## config.mk

```make
export PLATFORM = sky130hd
export DESIGN_NAME = exu_execute
export DESIGN_NICKNAME = d
export VERILOG_FILES = /design/src/source/exu_pkg.sv /design/src/source/exu_execute.sv /design/src/source/exu_writeback.sv /design/src/source/exu_next_pc.sv /design/src/source/exu_alu.sv /design/src/source/exu_control.sv
export SDC_FILE = /design/constraint.sdc
export NUM_CORES = 1
export LEC_CHECK = 0
export ABC_AREA = 0
export BUFFER_PORTS_ARGS = -buffer_cell sky130_fd_sc_hd__buf_2
export CAP_MARGIN = 15
export CORE_MARGIN = 2
export CORE_UTILIZATION = 50
export CTS_CLUSTER_SIZE = 24
export DETAILED_ROUTE_END_ITERATION = 6
export GPL_ROUTABILITY_DRIVEN = 1
export PLACE_DENSITY = 0.72
export SETUP_SLACK_MARGIN = 0.2
export SKIP_CTS_REPAIR_TIMING = 1
export SLEW_MARGIN = 20
export SYNTH_ARGS = -nofsm -noshare
export SYNTH_HDL_FRONTEND = slang
export SYNTH_SLANG_ARGS = --single-unit
```

## constraint.sdc

```tcl
create_clock -name clock -period 10.88 [get_ports clock]
set_input_delay 0.544 -clock clock [delete_from_list [all_inputs] [get_ports clock]]
set_output_delay 0.544 -clock clock [all_outputs]
set_load 0.02 [all_outputs]
```

## src/source/exu_pkg.sv

```systemverilog
`default_nettype none

package exu_pkg;

  ////////////////////
  // Select codes

  typedef enum logic [3:0] {
    alu_add  = 4'd0,
    alu_sub  = 4'd1,
    alu_and  = 4'd2,
    alu_or   = 4'd3,
    alu_xor  = 4'd4,
    alu_sll  = 4'd5,
    alu_srl  = 4'd6,
    alu_sra  = 4'd7,
    alu_slt  = 4'd8,
    alu_sltu = 4'd9,
    alu_eq   = 4'd10,  // Compare codes below drive the branch decision
    alu_ne   = 4'd11,
    alu_lt   = 4'd12,
    alu_ge   = 4'd13,
    alu_ltu  = 4'd14,
    alu_geu  = 4'd15
  } alu_op_e;

  typedef enum logic [1:0] {
    op2_src2 = 2'd0,
    op2_imm  = 2'd1,
    op2_csr  = 2'd2
  } operand2_sel_e;

  typedef enum logic [2:0] {
    npc_seq    = 3'd0,
    npc_jal    = 3'd1,
    npc_jalr   = 3'd2,
    npc_branch = 3'd3,
    npc_trap   = 3'd4  // Covers ecall and mret with the target on csr_src
  } npc_sel_e;

  typedef enum logic [1:0] {
    wdata_alu  = 2'd0,
    wdata_snpc = 2'd1,  // Link address for jal and jalr
    wdata_dnpc = 2'd2,  // Used by auipc
    wdata_csr  = 2'd3
  } wdata_sel_e;

  localparam logic [31:0] ecall_cause = 32'd11;  // Environment call from M mode

  ////////////////////
  // Stage records

  typedef struct packed {
    logic [31:0]   pc;
    logic [31:0]   imm;
    logic [31:0]   src1;
    logic [31:0]   src2;
    logic [31:0]   csr_src;
    alu_op_e       alu_op;
    operand2_sel_e operand2_sel;
    npc_sel_e      npc_sel;
    wdata_sel_e    wdata_sel;
    logic          csr_cause_sel;
    logic          csr_epc_sel;
  } exu_issue_t;

  typedef struct packed {
    alu_op_e     alu_op;
    logic [31:0] operand1;
    logic [31:0] operand2;
    logic [31:0] pc;
    logic [31:0] snpc;
    logic [31:0] dnpc;
    logic [31:0] csr_src;
    npc_sel_e    npc_sel;
    wdata_sel_e  wdata_sel;
    logic        csr_cause_sel;
    logic        csr_epc_sel;
  } exu_state_t;

  typedef struct packed {
    logic [31:0] alu_result;
    logic [31:0] npc;
    logic [31:0] rd_wdata;
    logic [31:0] csr_wdata1;
    logic [31:0] csr_wdata2;
  } exu_result_t;

endpackage

`default_nettype wire
```

## src/source/exu_execute.sv

```systemverilog
`timescale 1ns/1ps
`default_nettype none

module exu_execute (
  input  wire                   clock,
  input  wire                   reset,
  input  wire                   block,
  input  wire                   decode_valid,
  input  wire exu_pkg::exu_issue_t issue,
  output logic                  result_valid,
  output exu_pkg::exu_result_t  result
);

  exu_pkg::exu_state_t state;
  logic [31:0]         alu_result;
  logic [31:0]         npc;
  logic [31:0]         rd_wdata;
  logic [31:0]         csr_wdata1;
  logic [31:0]         csr_wdata2;

  exu_control exu_control_inst (
    .clock        (clock),
    .reset        (reset),
    .block        (block),
    .decode_valid (decode_valid),
    .issue        (issue),
    .state        (state),
    .result_valid (result_valid)
  );

  exu_alu exu_alu_inst (
    .op       (state.alu_op),
    .operand1 (state.operand1),
    .operand2 (state.operand2),
    .result   (alu_result)
  );

  exu_next_pc exu_next_pc_inst (
    .state      (state),
    .alu_result (alu_result),
    .npc        (npc)
  );

  exu_writeback exu_writeback_inst (
    .state      (state),
    .alu_result (alu_result),
    .rd_wdata   (rd_wdata),
    .csr_wdata1 (csr_wdata1),
    .csr_wdata2 (csr_wdata2)
  );

  assign result = '{
    alu_result : alu_result,
    npc        : npc,
    rd_wdata   : rd_wdata,
    csr_wdata1 : csr_wdata1,
    csr_wdata2 : csr_wdata2
  };

endmodule

`default_nettype wire

```

## src/source/exu_writeback.sv

```systemverilog
`timescale 1ns/1ps
`default_nettype none

module exu_writeback (
  input  wire exu_pkg::exu_state_t state,
  input  wire [31:0]               alu_result,
  output logic [31:0]              rd_wdata,
  output logic [31:0]              csr_wdata1,
  output logic [31:0]              csr_wdata2
);

  ////////////////////
  // Register file

  always_comb begin
    case (state.wdata_sel)
      exu_pkg::wdata_alu:  rd_wdata = alu_result;
      exu_pkg::wdata_snpc: rd_wdata = state.snpc;
      exu_pkg::wdata_dnpc: rd_wdata = state.dnpc;
      exu_pkg::wdata_csr:  rd_wdata = state.csr_src;  // Old CSR value for csrrw and friends
      default:             rd_wdata = alu_result;
    endcase
  end

  ////////////////////
  // CSR file

  // Port 1 carries mcause on ecall, otherwise the new CSR value from the ALU
  assign csr_wdata1 = state.csr_cause_sel ? exu_pkg::ecall_cause : alu_result;

  assign csr_wdata2 = state.csr_epc_sel ? state.pc : 32'd0;  // mepc on ecall

endmodule

`default_nettype wire

```

## src/source/exu_next_pc.sv

```systemverilog
`timescale 1ns/1ps
`default_nettype none

module exu_next_pc (
  input  wire exu_pkg::exu_state_t state,
  input  wire [31:0]               alu_result,
  output logic [31:0]              npc
);

  logic        branch_taken;
  logic [31:0] jalr_target;

  assign branch_taken = alu_result[0];
  assign jalr_target  = {alu_result[31:1], 1'b0};  // rs1 + imm with the low bit dropped

  always_comb begin
    case (state.npc_sel)
      exu_pkg::npc_seq:    npc = state.snpc;
      exu_pkg::npc_jal:    npc = state.dnpc;
      exu_pkg::npc_jalr:   npc = jalr_target;
      exu_pkg::npc_branch: npc = branch_taken ? state.dnpc : state.snpc;
      exu_pkg::npc_trap:   npc = state.csr_src;  // mtvec or mepc from the CSR file
      default:             npc = state.snpc;
    endcase
  end

  ////////////////////
  // Checks

  // An indirect jump never lands on an odd address
  always_comb begin
    if (state.npc_sel == exu_pkg::npc_jalr) begin
      jalr_aligned : assert final (npc[0] == 1'b0);
    end
  end

endmodule

`default_nettype wire

```

## src/source/exu_alu.sv

```systemverilog
`timescale 1ns/1ps
`default_nettype none

module exu_alu (
  input  wire exu_pkg::alu_op_e op,
  input  wire [31:0]            operand1,
  input  wire [31:0]            operand2,
  output logic [31:0]           result
);

  logic [4:0]  shamt;
  logic        equal;
  logic        less_signed;
  logic        less_unsigned;
  logic [31:0] sum;
  logic [31:0] difference;

  assign shamt         = operand2[4:0];  // RV32 shifts ignore the upper bits
  assign sum           = operand1 + operand2;
  assign difference    = operand1 - operand2;
  assign equal         = (operand1 == operand2);
  assign less_signed   = ($signed(operand1) < $signed(operand2));
  assign less_unsigned = (operand1 < operand2);

  ////////////////////
  // Operation select

  always_comb begin
    result = 32'd0;
    case (op)
      exu_pkg::alu_add:  result = sum;
      exu_pkg::alu_sub:  result = difference;
      exu_pkg::alu_and:  result = operand1 & operand2;
      exu_pkg::alu_or:   result = operand1 | operand2;
      exu_pkg::alu_xor:  result = operand1 ^ operand2;
      exu_pkg::alu_sll:  result = operand1 << shamt;
      exu_pkg::alu_srl:  result = operand1 >> shamt;
      exu_pkg::alu_sra:  result = $unsigned($signed(operand1) >>> shamt);
      exu_pkg::alu_slt:  result = {31'd0, less_signed};
      exu_pkg::alu_sltu: result = {31'd0, less_unsigned};

      // Branch compares set only bit 0, which decides the branch downstream
      exu_pkg::alu_eq:   result = {31'd0, equal};
      exu_pkg::alu_ne:   result = {31'd0, !equal};
      exu_pkg::alu_lt:   result = {31'd0, less_signed};
      exu_pkg::alu_ge:   result = {31'd0, !less_signed};
      exu_pkg::alu_ltu:  result = {31'd0, less_unsigned};
      exu_pkg::alu_geu:  result = {31'd0, !less_unsigned};
      default:           result = sum;
    endcase
  end

endmodule

`default_nettype wire

```

## src/source/exu_control.sv

```systemverilog
`timescale 1ns/1ps
`default_nettype none

module exu_control (
  input  wire                  clock,
  input  wire                  reset,
  input  wire                  block,
  input  wire                  decode_valid,
  input  wire exu_pkg::exu_issue_t issue,
  output exu_pkg::exu_state_t  state,
  output logic                 result_valid
);

  logic [31:0] operand2_next;

  ////////////////////
  // Operand 2 select

  always_comb begin
    case (issue.operand2_sel)
      exu_pkg::op2_imm: operand2_next = issue.imm;
      exu_pkg::op2_csr: operand2_next = issue.csr_src;  // CSR read value for csrrs and csrrc
      default:          operand2_next = issue.src2;
    endcase
  end

  ////////////////////
  // Pipeline register

  always_ff @(posedge clock) begin
    if (reset) begin
      result_valid <= 1'b0;
    end else if (!block) begin
      result_valid <= decode_valid;  // A bubble clears the flag
    end
  end

  always_ff @(posedge clock) begin
    if (!block) begin
      state.alu_op        <= issue.alu_op;
      state.operand1      <= issue.src1;
      state.operand2      <= operand2_next;
      state.pc            <= issue.pc;
      state.snpc          <= issue.pc + 32'd4;
      state.dnpc          <= issue.pc + issue.imm;  // Shared by jal, branch and auipc
      state.csr_src       <= issue.csr_src;
      state.npc_sel       <= issue.npc_sel;
      state.wdata_sel     <= issue.wdata_sel;
      state.csr_cause_sel <= issue.csr_cause_sel;
      state.csr_epc_sel   <= issue.csr_epc_sel;
    end
  end

  ////////////////////
  // Checks

  // Reset leaves no instruction in flight
  reset_clears_valid : assert property (
    @(posedge clock) reset |=> !result_valid
  );

  // A stall holds the whole stage, so the result outputs cannot move either
  block_holds_stage : assert property (
    @(posedge clock) disable iff (reset)
    block |=> ($stable(state) && $stable(result_valid))
  );

endmodule

`default_nettype wire

```

# After elaboration in Yosys (flattened, before gate mapping)
# Index checks and enable logic that the tools add are counted.
[totals]
rom_bits = 0
register_bits = 204
latch_bits = 0
wordCells = 63
ramBits = 0
memories = 0
in_bits = 177
[classes]
bitwise = 3
div_mod_pow = 0
order_cmp = 2
eq_ne = 25
n_mul = 0
add_sub_neg = 4
n_reduce_logical = 7
shifts = 3
muxes = 7
[op_table]
columns = ["operator", "n"]
rows = [
  ["$pmux W32 S14", 1],
  ["$pmux W32 S4", 2],
  ["$mux W32", 3],
  ["$add A32 B32 Y32", 2],
  ["$lt A32 B32 Y1", 2],
  ["$pmux W32 S2", 1],
  ["$add A32 B3 Y32 const B", 1],
  ["$and A32 B32 Y32", 1],
  ["$eq A32 B32 Y1", 1],
  ["$eq A4 B4 Y1 const B", 8],
  ["$or A32 B32 Y32", 1],
  ["$shl A32 B5 Y32", 1],
  ["$shr A32 B5 Y32", 1],
  ["$sshr A32 B5 Y32", 1],
  ["$sub A32 B32 Y32", 1],
  ["$xor A32 B32 Y32", 1],
  ["$eq A4 B3 Y1 const B", 4],
  ["$eq A4 B2 Y1 const B", 2],
  ["$eq A2 B2 Y1 const B", 3],
  ["$eq A3 B2 Y1 const B", 2],
  ["$eq A2 B1 Y1 const B", 2],
  ["$eq A4 B1 Y1 const B", 1],
  ["$logic_not A4 Y1", 1],
  ["$reduce_or A2 Y1", 2],
  ["4 further kinds", 6],
]

# Longest topological paths before layout
# Gate-level depths: netlist (run 1).
[depth]
ltp_word = 5
ltp_mapped = 21
depth_no_buf = 15

# Cells and area by module
# From an unflattened synthesis (run 1), not the netlist that was laid out.
[hier_totals]
hier_cells = 2291
area_unflattened_um2 = 20433.3
[by_module_without_submodules]
columns = ["mod", "area_per_inst_um2", "cells_per_inst", "seq_area_each_um2", "instances"]
rows = [
  ["exu_control", 9086.2, 642, 6055.8, 1],
  ["exu_alu", 8580.7, 1278, 0.0, 1],
  ["exu_next_pc", 1529.0, 262, 0.0, 1],
  ["exu_writeback", 1237.4, 109, 0.0, 1],
]

# Least setup slack after synthesis (run 1)
# Ideal clock, no wire load.
[synth_path]
kind = "reg2out"
startpoint = "register, netlist name exu_control_inst.state[137]"
endpoint = "output result[94] (netlist bit)"
path_slack_ps = 5623
n_path_buf = 4
arrival_ps = 4713
required_ps = 10336
stages_incl_launch_ff = 17
cell_sequence = "edfxtp_1 > clkinv_1 > buf_4 > buf_1 > clkbuf_1 > ha_1 > buf_2 > nor2b_1 > o31a_1 > o41a_1 > and2_1 > a41o_1 > a211oi_2 > o21ai_0 > a221o_1 > a21o_1 > mux4_2"
[synth_lines]
columns = ["element", "line_no", "text"]
rows = [
  ["to (decl)", "exu_execute.sv:11", "output exu_pkg::exu_result_t result"],
]

==> results of run 1 <==
## where the power goes
group,internal [mW],leakage (nW),total [mW],switching (mW)
clock,0.432,0.357,0.798,0.366
combinational,0.585,7.32,1.67,1.08
sequential,0.952,1.97,1.03,0.0788
total,1.97,9.65,3.50,1.53
## per-stage QoR
| step | util [%] | worst slack, ps |
|---|---|---|
| 2_1_floorplan | - | 5620 |
| 3_3_place_gp | 55.3 | 4420 |
| 3_5_place_dp | 55.3 | 4120 |
| 4_1_cts | 57.1 | 3480 |
| 5_1_grt | 57.1 | 3060 |
| 6_report | 57.2 | 3320 |
## per-layer routing
layer,share of wire (%),up-vias,global-route usage (%)
li1,-,9044,-
met1,38,10170,53.0
met2,45,1685,60.8
met3,13,288,9.47
met4,4.6,2,16.2
met5,0.0093,-,0
## cell usage in the layout (no fill, tap or decap), types with 23 or more instances in the layout
| master | count |
|---|---|
| buf_4 | 39 |
| mux2i_1 | 38 |
| clkbuf_16 | 24 |
| o21ai_0 | 168 |
| nor2_1 | 199 |
| mux4_2 | 69 |
| a21oi_1 | 186 |
| buf_2 | 337 |
| and2_1 | 37 |
| nand2_1 | 161 |
| a21o_1 | 37 |
| a31oi_1 | 24 |
| mux4_1 | 29 |
| nor2b_1 | 44 |
| and3_1 | 23 |
| nor3_1 | 32 |
| a22oi_1 | 43 |
| edfxtp_1 | 201 |
| xnor2_1 | 51 |
| o22ai_1 | 23 |
| inv_1 | 125 |
| nand3_1 | 41 |
| ha_1 | 129 |
## kinds of logic (layout without fill, tap and decap cells)
family	after synthesis	in the layout	synth area share (%)
compound gates	755	755	24.5
simple gates	629	629	14.6
buf+inv	285	556	6.29
flops	202	202	29.4
mux	152	152	14.0
fa+ha+maj	134	134	8.26
xor+xnor	70	70	2.98
other cells	0	6	0
## path summary, 6_finish.rpt
check                                             start                                          to  slack (ps)  cells past startpoint
min reg2reg  exu_control_inst.result_valid$_SDFFE_PP0N_  exu_control_inst.result_valid$_SDFFE_PP0N_         510                      2
min                                               reset  exu_control_inst.result_valid$_SDFFE_PP0N_         110                      2
max               exu_control_inst.state[135]$_DFFE_PN_                                  result[64]        3320                     13
max reg2reg  exu_control_inst.result_valid$_SDFFE_PP0N_  exu_control_inst.result_valid$_SDFFE_PP0N_       10280                      2
## area by class of cell
type | count | area, um^2
Multi-Input combinational cell | 1740 | 13300
Antenna cell | 6 | 15.0
Clock inverter | 17 | 143
Clock buffer | 27 | 612
Sequential cell | 202 | 6060
Timing Repair Buffer | 376 | 1980
Inverter | 136 | 518
Tap cell | 532 | 666
Fill cell | 3668 | 17500
## flip-flops by register name, summed over array words and instances (netlist names)
register                       count
exu_control_inst.result_valid      1
exu_control_inst.state           201
==> qor.txt, run 1 <==
Maximum number of pins on one net before global-route repair -> 140
Power per cell area -> 150 nW/um^2
Drt first pass iters -> 7
HP Class -> in2reg
Placement Cell Area -> 22500 um^2
Design Power -> 3.50 mW
Count of pins over their slew limit -> 0
Mean post-synth cell area -> 9.24 um^2
Clk root buf -> clkbuf_16
Slew of the pin with the lowest slew margin -> 1240 ps
Layout cell share with drive strength beyond 1 -> 21.7%
Htree depth -> 1
Async set or reset register ratio after synthesis -> 0%
DRC -> 2
Crit end category -> output port
Crit-path leading delay family -> compound AO/OA/AOI/OAI gates
Total routed wirelength -> 86300 um
Slew headroom -> 17.5%
Final Setup Violations -> 0
Area of the core -> 40700 um^2
Critical-path top delay cell -> o311a_2
Height of the die -> 207 um
Mapped Area -> 20600 um^2
Leading post-synthesis cells by cell area -> edfxtp_1 (29%), ha_1 (8.0%), mux4_2 (7.6%)
Clock transition at path regs -> 60 ps
Die area -> 42800 um^2
Routed vias/inst -> 6.98
Post-route cell area -> 23300 um^2
Width of the die -> 207 um
Clock buffer depth -> 3
Antenna violations before repair -> 5
Status -> finished, violations left
Share of the synthesized area in the top cell type -> 29.3%
Most common cell in the netlist -> edfxtp_1
Latest clock arrival within the worst-skew pair -> 570 ps
Hold WS -> 114 ps
FP Rows -> 74
Top cell type by total area after synthesis -> edfxtp_1
First-pass GRT wire length -> 125000 um
Peak supply drop -> 0.130 mV
Port buffer count -> 337
Maximum capacitance violations -> 0
Critical path launch point type -> flop
Syn nets -> 2538
DRT iter0 DRCs -> 3580
Primary FF master, synth -> edfxtp_1
Placed cell count -> 2986
CP Class -> reg2out
Post-synth EDFFs -> 201
Starting Density -> 50.5%
CTS Buf Count -> 24
Synth Register Bits -> 202
Num Clock Sinks -> 202
Bufs and invs on worst path -> 3
Final Cycle Share -> 69.5%
Crit path time final -> 7560 ps
Hold Fails Final Rpt -> 0
Fmax -> 132 MHz
Total global routing overflow -> 0
Hpwl dp -> 63700 um
CP peak stage delay -> 1020 ps
Vias in the first global route -> 19570
Sum Neg Setup Slack -> 0 ps
CTS tree -> yes
Worst clock skew -> 0 ps
CP cell instances -> buf_4 > ha_1 > fa_1 > o21bai_1 > a211oi_1 > a21oi_1 > a221oi_2 > o31ai_1 > o41ai_1 > o311a_2 > inv_2 > mux4_2 > buf_2
Most frequent cells after synthesis -> edfxtp_1 (201), nor2_1 (200), a21oi_1 (186)
Ys Warns -> 0
RSZ-0062 raised after global routing -> no
CP arrival -> 7020 ps
Pleak -> 9.65 nW
ANT nets after route -> 0
Data required, critical path -> 10340 ps
Sequential area share after synthesis -> 29.4%
Violated checks -> DRC
Layout area overhead -> 13.1%
Yosys cell types -> 95
IO Pins -> 338
Non-filler instance count after layout -> 3036
Largest fanout on the critical path -> 56
Avg WL per Cell -> 28.4 um
Via count -> 21189
Placer Congestion -> 1.05
Final nets -> 2791
GRT Util Overall -> 39.3%
Post-Synthesis Cells -> 2227
No activity file was read; power rests on OpenSTA's default activity.
==> run 2, diff against run 1 <==
Clock period 10.88 ns to 7.8 ns, I/O delays scaled along.
==> qor.txt, run 2 (synthesis gave the netlist of run 1 again) <==
Status -> finished, final reports clean
CP Capture Point -> result[93]
Port buffer count -> 337
Layout area overhead -> 15.3%
Biggest regs -> exu_control_inst.state x201, exu_control_inst.result_valid x1
Height of the die -> 207 um
Clk pwr share -> 23.4%
First-pass GRT wire length -> 129000 um
Commonest non-fill, non-tap cell in the layout -> buf_2
Latest clock arrival within the worst-skew pair -> 580 ps
Area of the core -> 40700 um^2
Slew headroom -> 27.9%
Placement Cell Area -> 22600 um^2
Crit path time final -> 6370 ps
Data required, critical path -> 7410 ps
CTS tree -> yes
Placer Congestion -> 1.02
Critical path launch point type -> flop
Hold path startpoint -> issue[5]
Critical-path top delay cell -> buf_4
FF-to-FF Start -> exu_control_inst.result_valid$_SDFFE_PP0N_
Flip-flop and latch area -> 6060 um^2
CP arrival -> 5980 ps
Total global routing overflow -> 0
RSZ-0062 raised after global routing -> no
Pleak -> 9.86 nW
Count of pins over their slew limit -> 0
Clock transition at path regs -> 60 ps
CP Class -> reg2out
Post-route cell area -> 23700 um^2
Worst Setup SP -> exu_control_inst.state[136]$_DFFE_PN_
IO Pins -> 338
Clock buffer depth -> 3
Crit end category -> output port
Maximum number of pins on one net before global-route repair -> 129
Total routed wirelength -> 88500 um
FP Rows -> 74
Final Setup Violations -> 0
Hold Fails Final Rpt -> 0
Layout cell share with drive strength beyond 1 -> 21.4%
Drt first pass iters -> 6
Routed vias/inst -> 6.89
Width of the die -> 207 um
Final core occ -> 58.3%
Starting Density -> 50.5%
Htree depth -> 1
Worst clock skew -> 0 ps
Hpwl dp -> 65500 um
Filler instances -> 3617
Worst R2R Setup Slack -> 7180 ps
R2R cell count -> 2
Final Cycle Share -> 81.7%
Slew of the pin with the lowest slew margin -> 1080 ps
Sum Neg Setup Slack -> 0 ps
CP peak stage delay -> 650 ps
Power per cell area -> 208 nW/um^2
DRC -> 0
Num Clock Sinks -> 202
Max FFs per register -> 201
CTS Buf Count -> 25
Maximum capacitance violations -> 0
Largest fanout on the critical path -> 71
Die area -> 42800 um^2
Reg2reg end -> exu_control_inst.result_valid$_SDFFE_PP0N_
DRT iter0 DRCs -> 3027
Peak supply drop -> 0.214 mV
Via count -> 21159
Switch share -> 43.0%
Biggest register -> exu_control_inst.state
HP Class -> in2reg
Design Power -> 4.95 mW
Final nets -> 2833
GRT Util Overall -> 40.5%
Avg WL per Cell -> 28.8 um
Multi-input gate area -> 13300 um^2
Vias in the first global route -> 19853
Clk root buf -> clkbuf_16
ANT nets after route -> 0
Sw Pwr -> 2.13 mW
Combinational share of power -> 47.4%
Sequential Power Share -> 29.2%
Fmax -> 157 MHz
Antenna violations before repair -> 5
CP cell instances -> buf_4 > inv_2 > ha_1 > a21oi_1 > o21ba_2 > nand3_1 > a41oi_1 > buf_4 > a21oi_1 > a31o_2 > a31oi_1 > o21ai_0 > xnor2_1 > o21ai_0 > inv_1 > mux4_2 > buf_2
Highest-count cells in the layout ignoring fill and taps -> buf_2 (337), edfxtp_1 (201), nor2_1 (199)
Cell internal pwr -> 2.82 mW
-- run 2: changes by cell type in the layout (fill, tap and decap cells not counted), sizes merged, moves of 2 or more --
cell,delta
clkinvlp,-3
buf,+3
clkbuf,+4
inv,+2
diode,-4
dlygate4sd3,+38
clkinv,-4
-- run 2: area by class of cell --
cell class	count	share of cell area (%)
repair buffers	417	10.1
diodes	2	0.0211
clock buffers	31	2.73
flip-flops and latches	202	25.5
inverters	136	2.18
well taps	532	2.80
multi-input cells	1740	56.1
clock inverters	13	0.569
-- run 2: per-layer routing --
| layer | track usage (%) | up-vias | routed length [um] |
|---|---|---|---|
| met5 | 0 | - | 34 |
| met4 | 16.4 | 6 | 4240 |
| met3 | 9.18 | 279 | 10200 |
| met2 | 63.3 | 1564 | 40200 |
| met1 | 54.3 | 10204 | 33800 |
| li1 | - | 9106 | - |
-- run 2: critical path: cells and delay by family, from the launching register on --
family                     cells  cell delay [ps]
DFF                            1              330
buffers and inverters          5             1470
muxes                          1              480
and+or+nand+nor                1              120
adders and majority gates      1              440
xor gates and xnor gates       1              160
AOI/OAI and AO/OA              8             2390
-- run 2: power groups by stage --
stage | clock (mW) | sequential, mW | combinational (mW)
finish | 1.16 | 1.45 | 2.34
floorplan | 0 | 1.41 | 1.52
detailed placement | 0 | 1.46 | 2.25
global route | 1.20 | 1.46 | 2.48
global placement | 0 | 1.46 | 2.23
CTS | 1.16 | 1.44 | 2.26
-- run 2: metrics by stage --
step	setup WS [ps]	hold slack, ps	instances
global route	1180	2.71	3072
detailed placement	2180	514	2989
global placement	2160	471	2989
finish	1430	7.41	3073
CTS	1540	-51.2	3033
floorplan	2700	462	2227
-- run 2: how the worst min path moves through the flow --
stage               depth (start not counted)                                          to  slack (ps)
floorplan                                   1  exu_control_inst.result_valid$_SDFFE_PP0N_         460
global placement                            2  exu_control_inst.result_valid$_SDFFE_PP0N_         470
detailed placement                          2  exu_control_inst.result_valid$_SDFFE_PP0N_         510
CTS                                         2  exu_control_inst.result_valid$_SDFFE_PP0N_         -50
global route                                1         exu_control_inst.state[5]$_DFFE_PN_           3
finish                                      1         exu_control_inst.state[5]$_DFFE_PN_           7
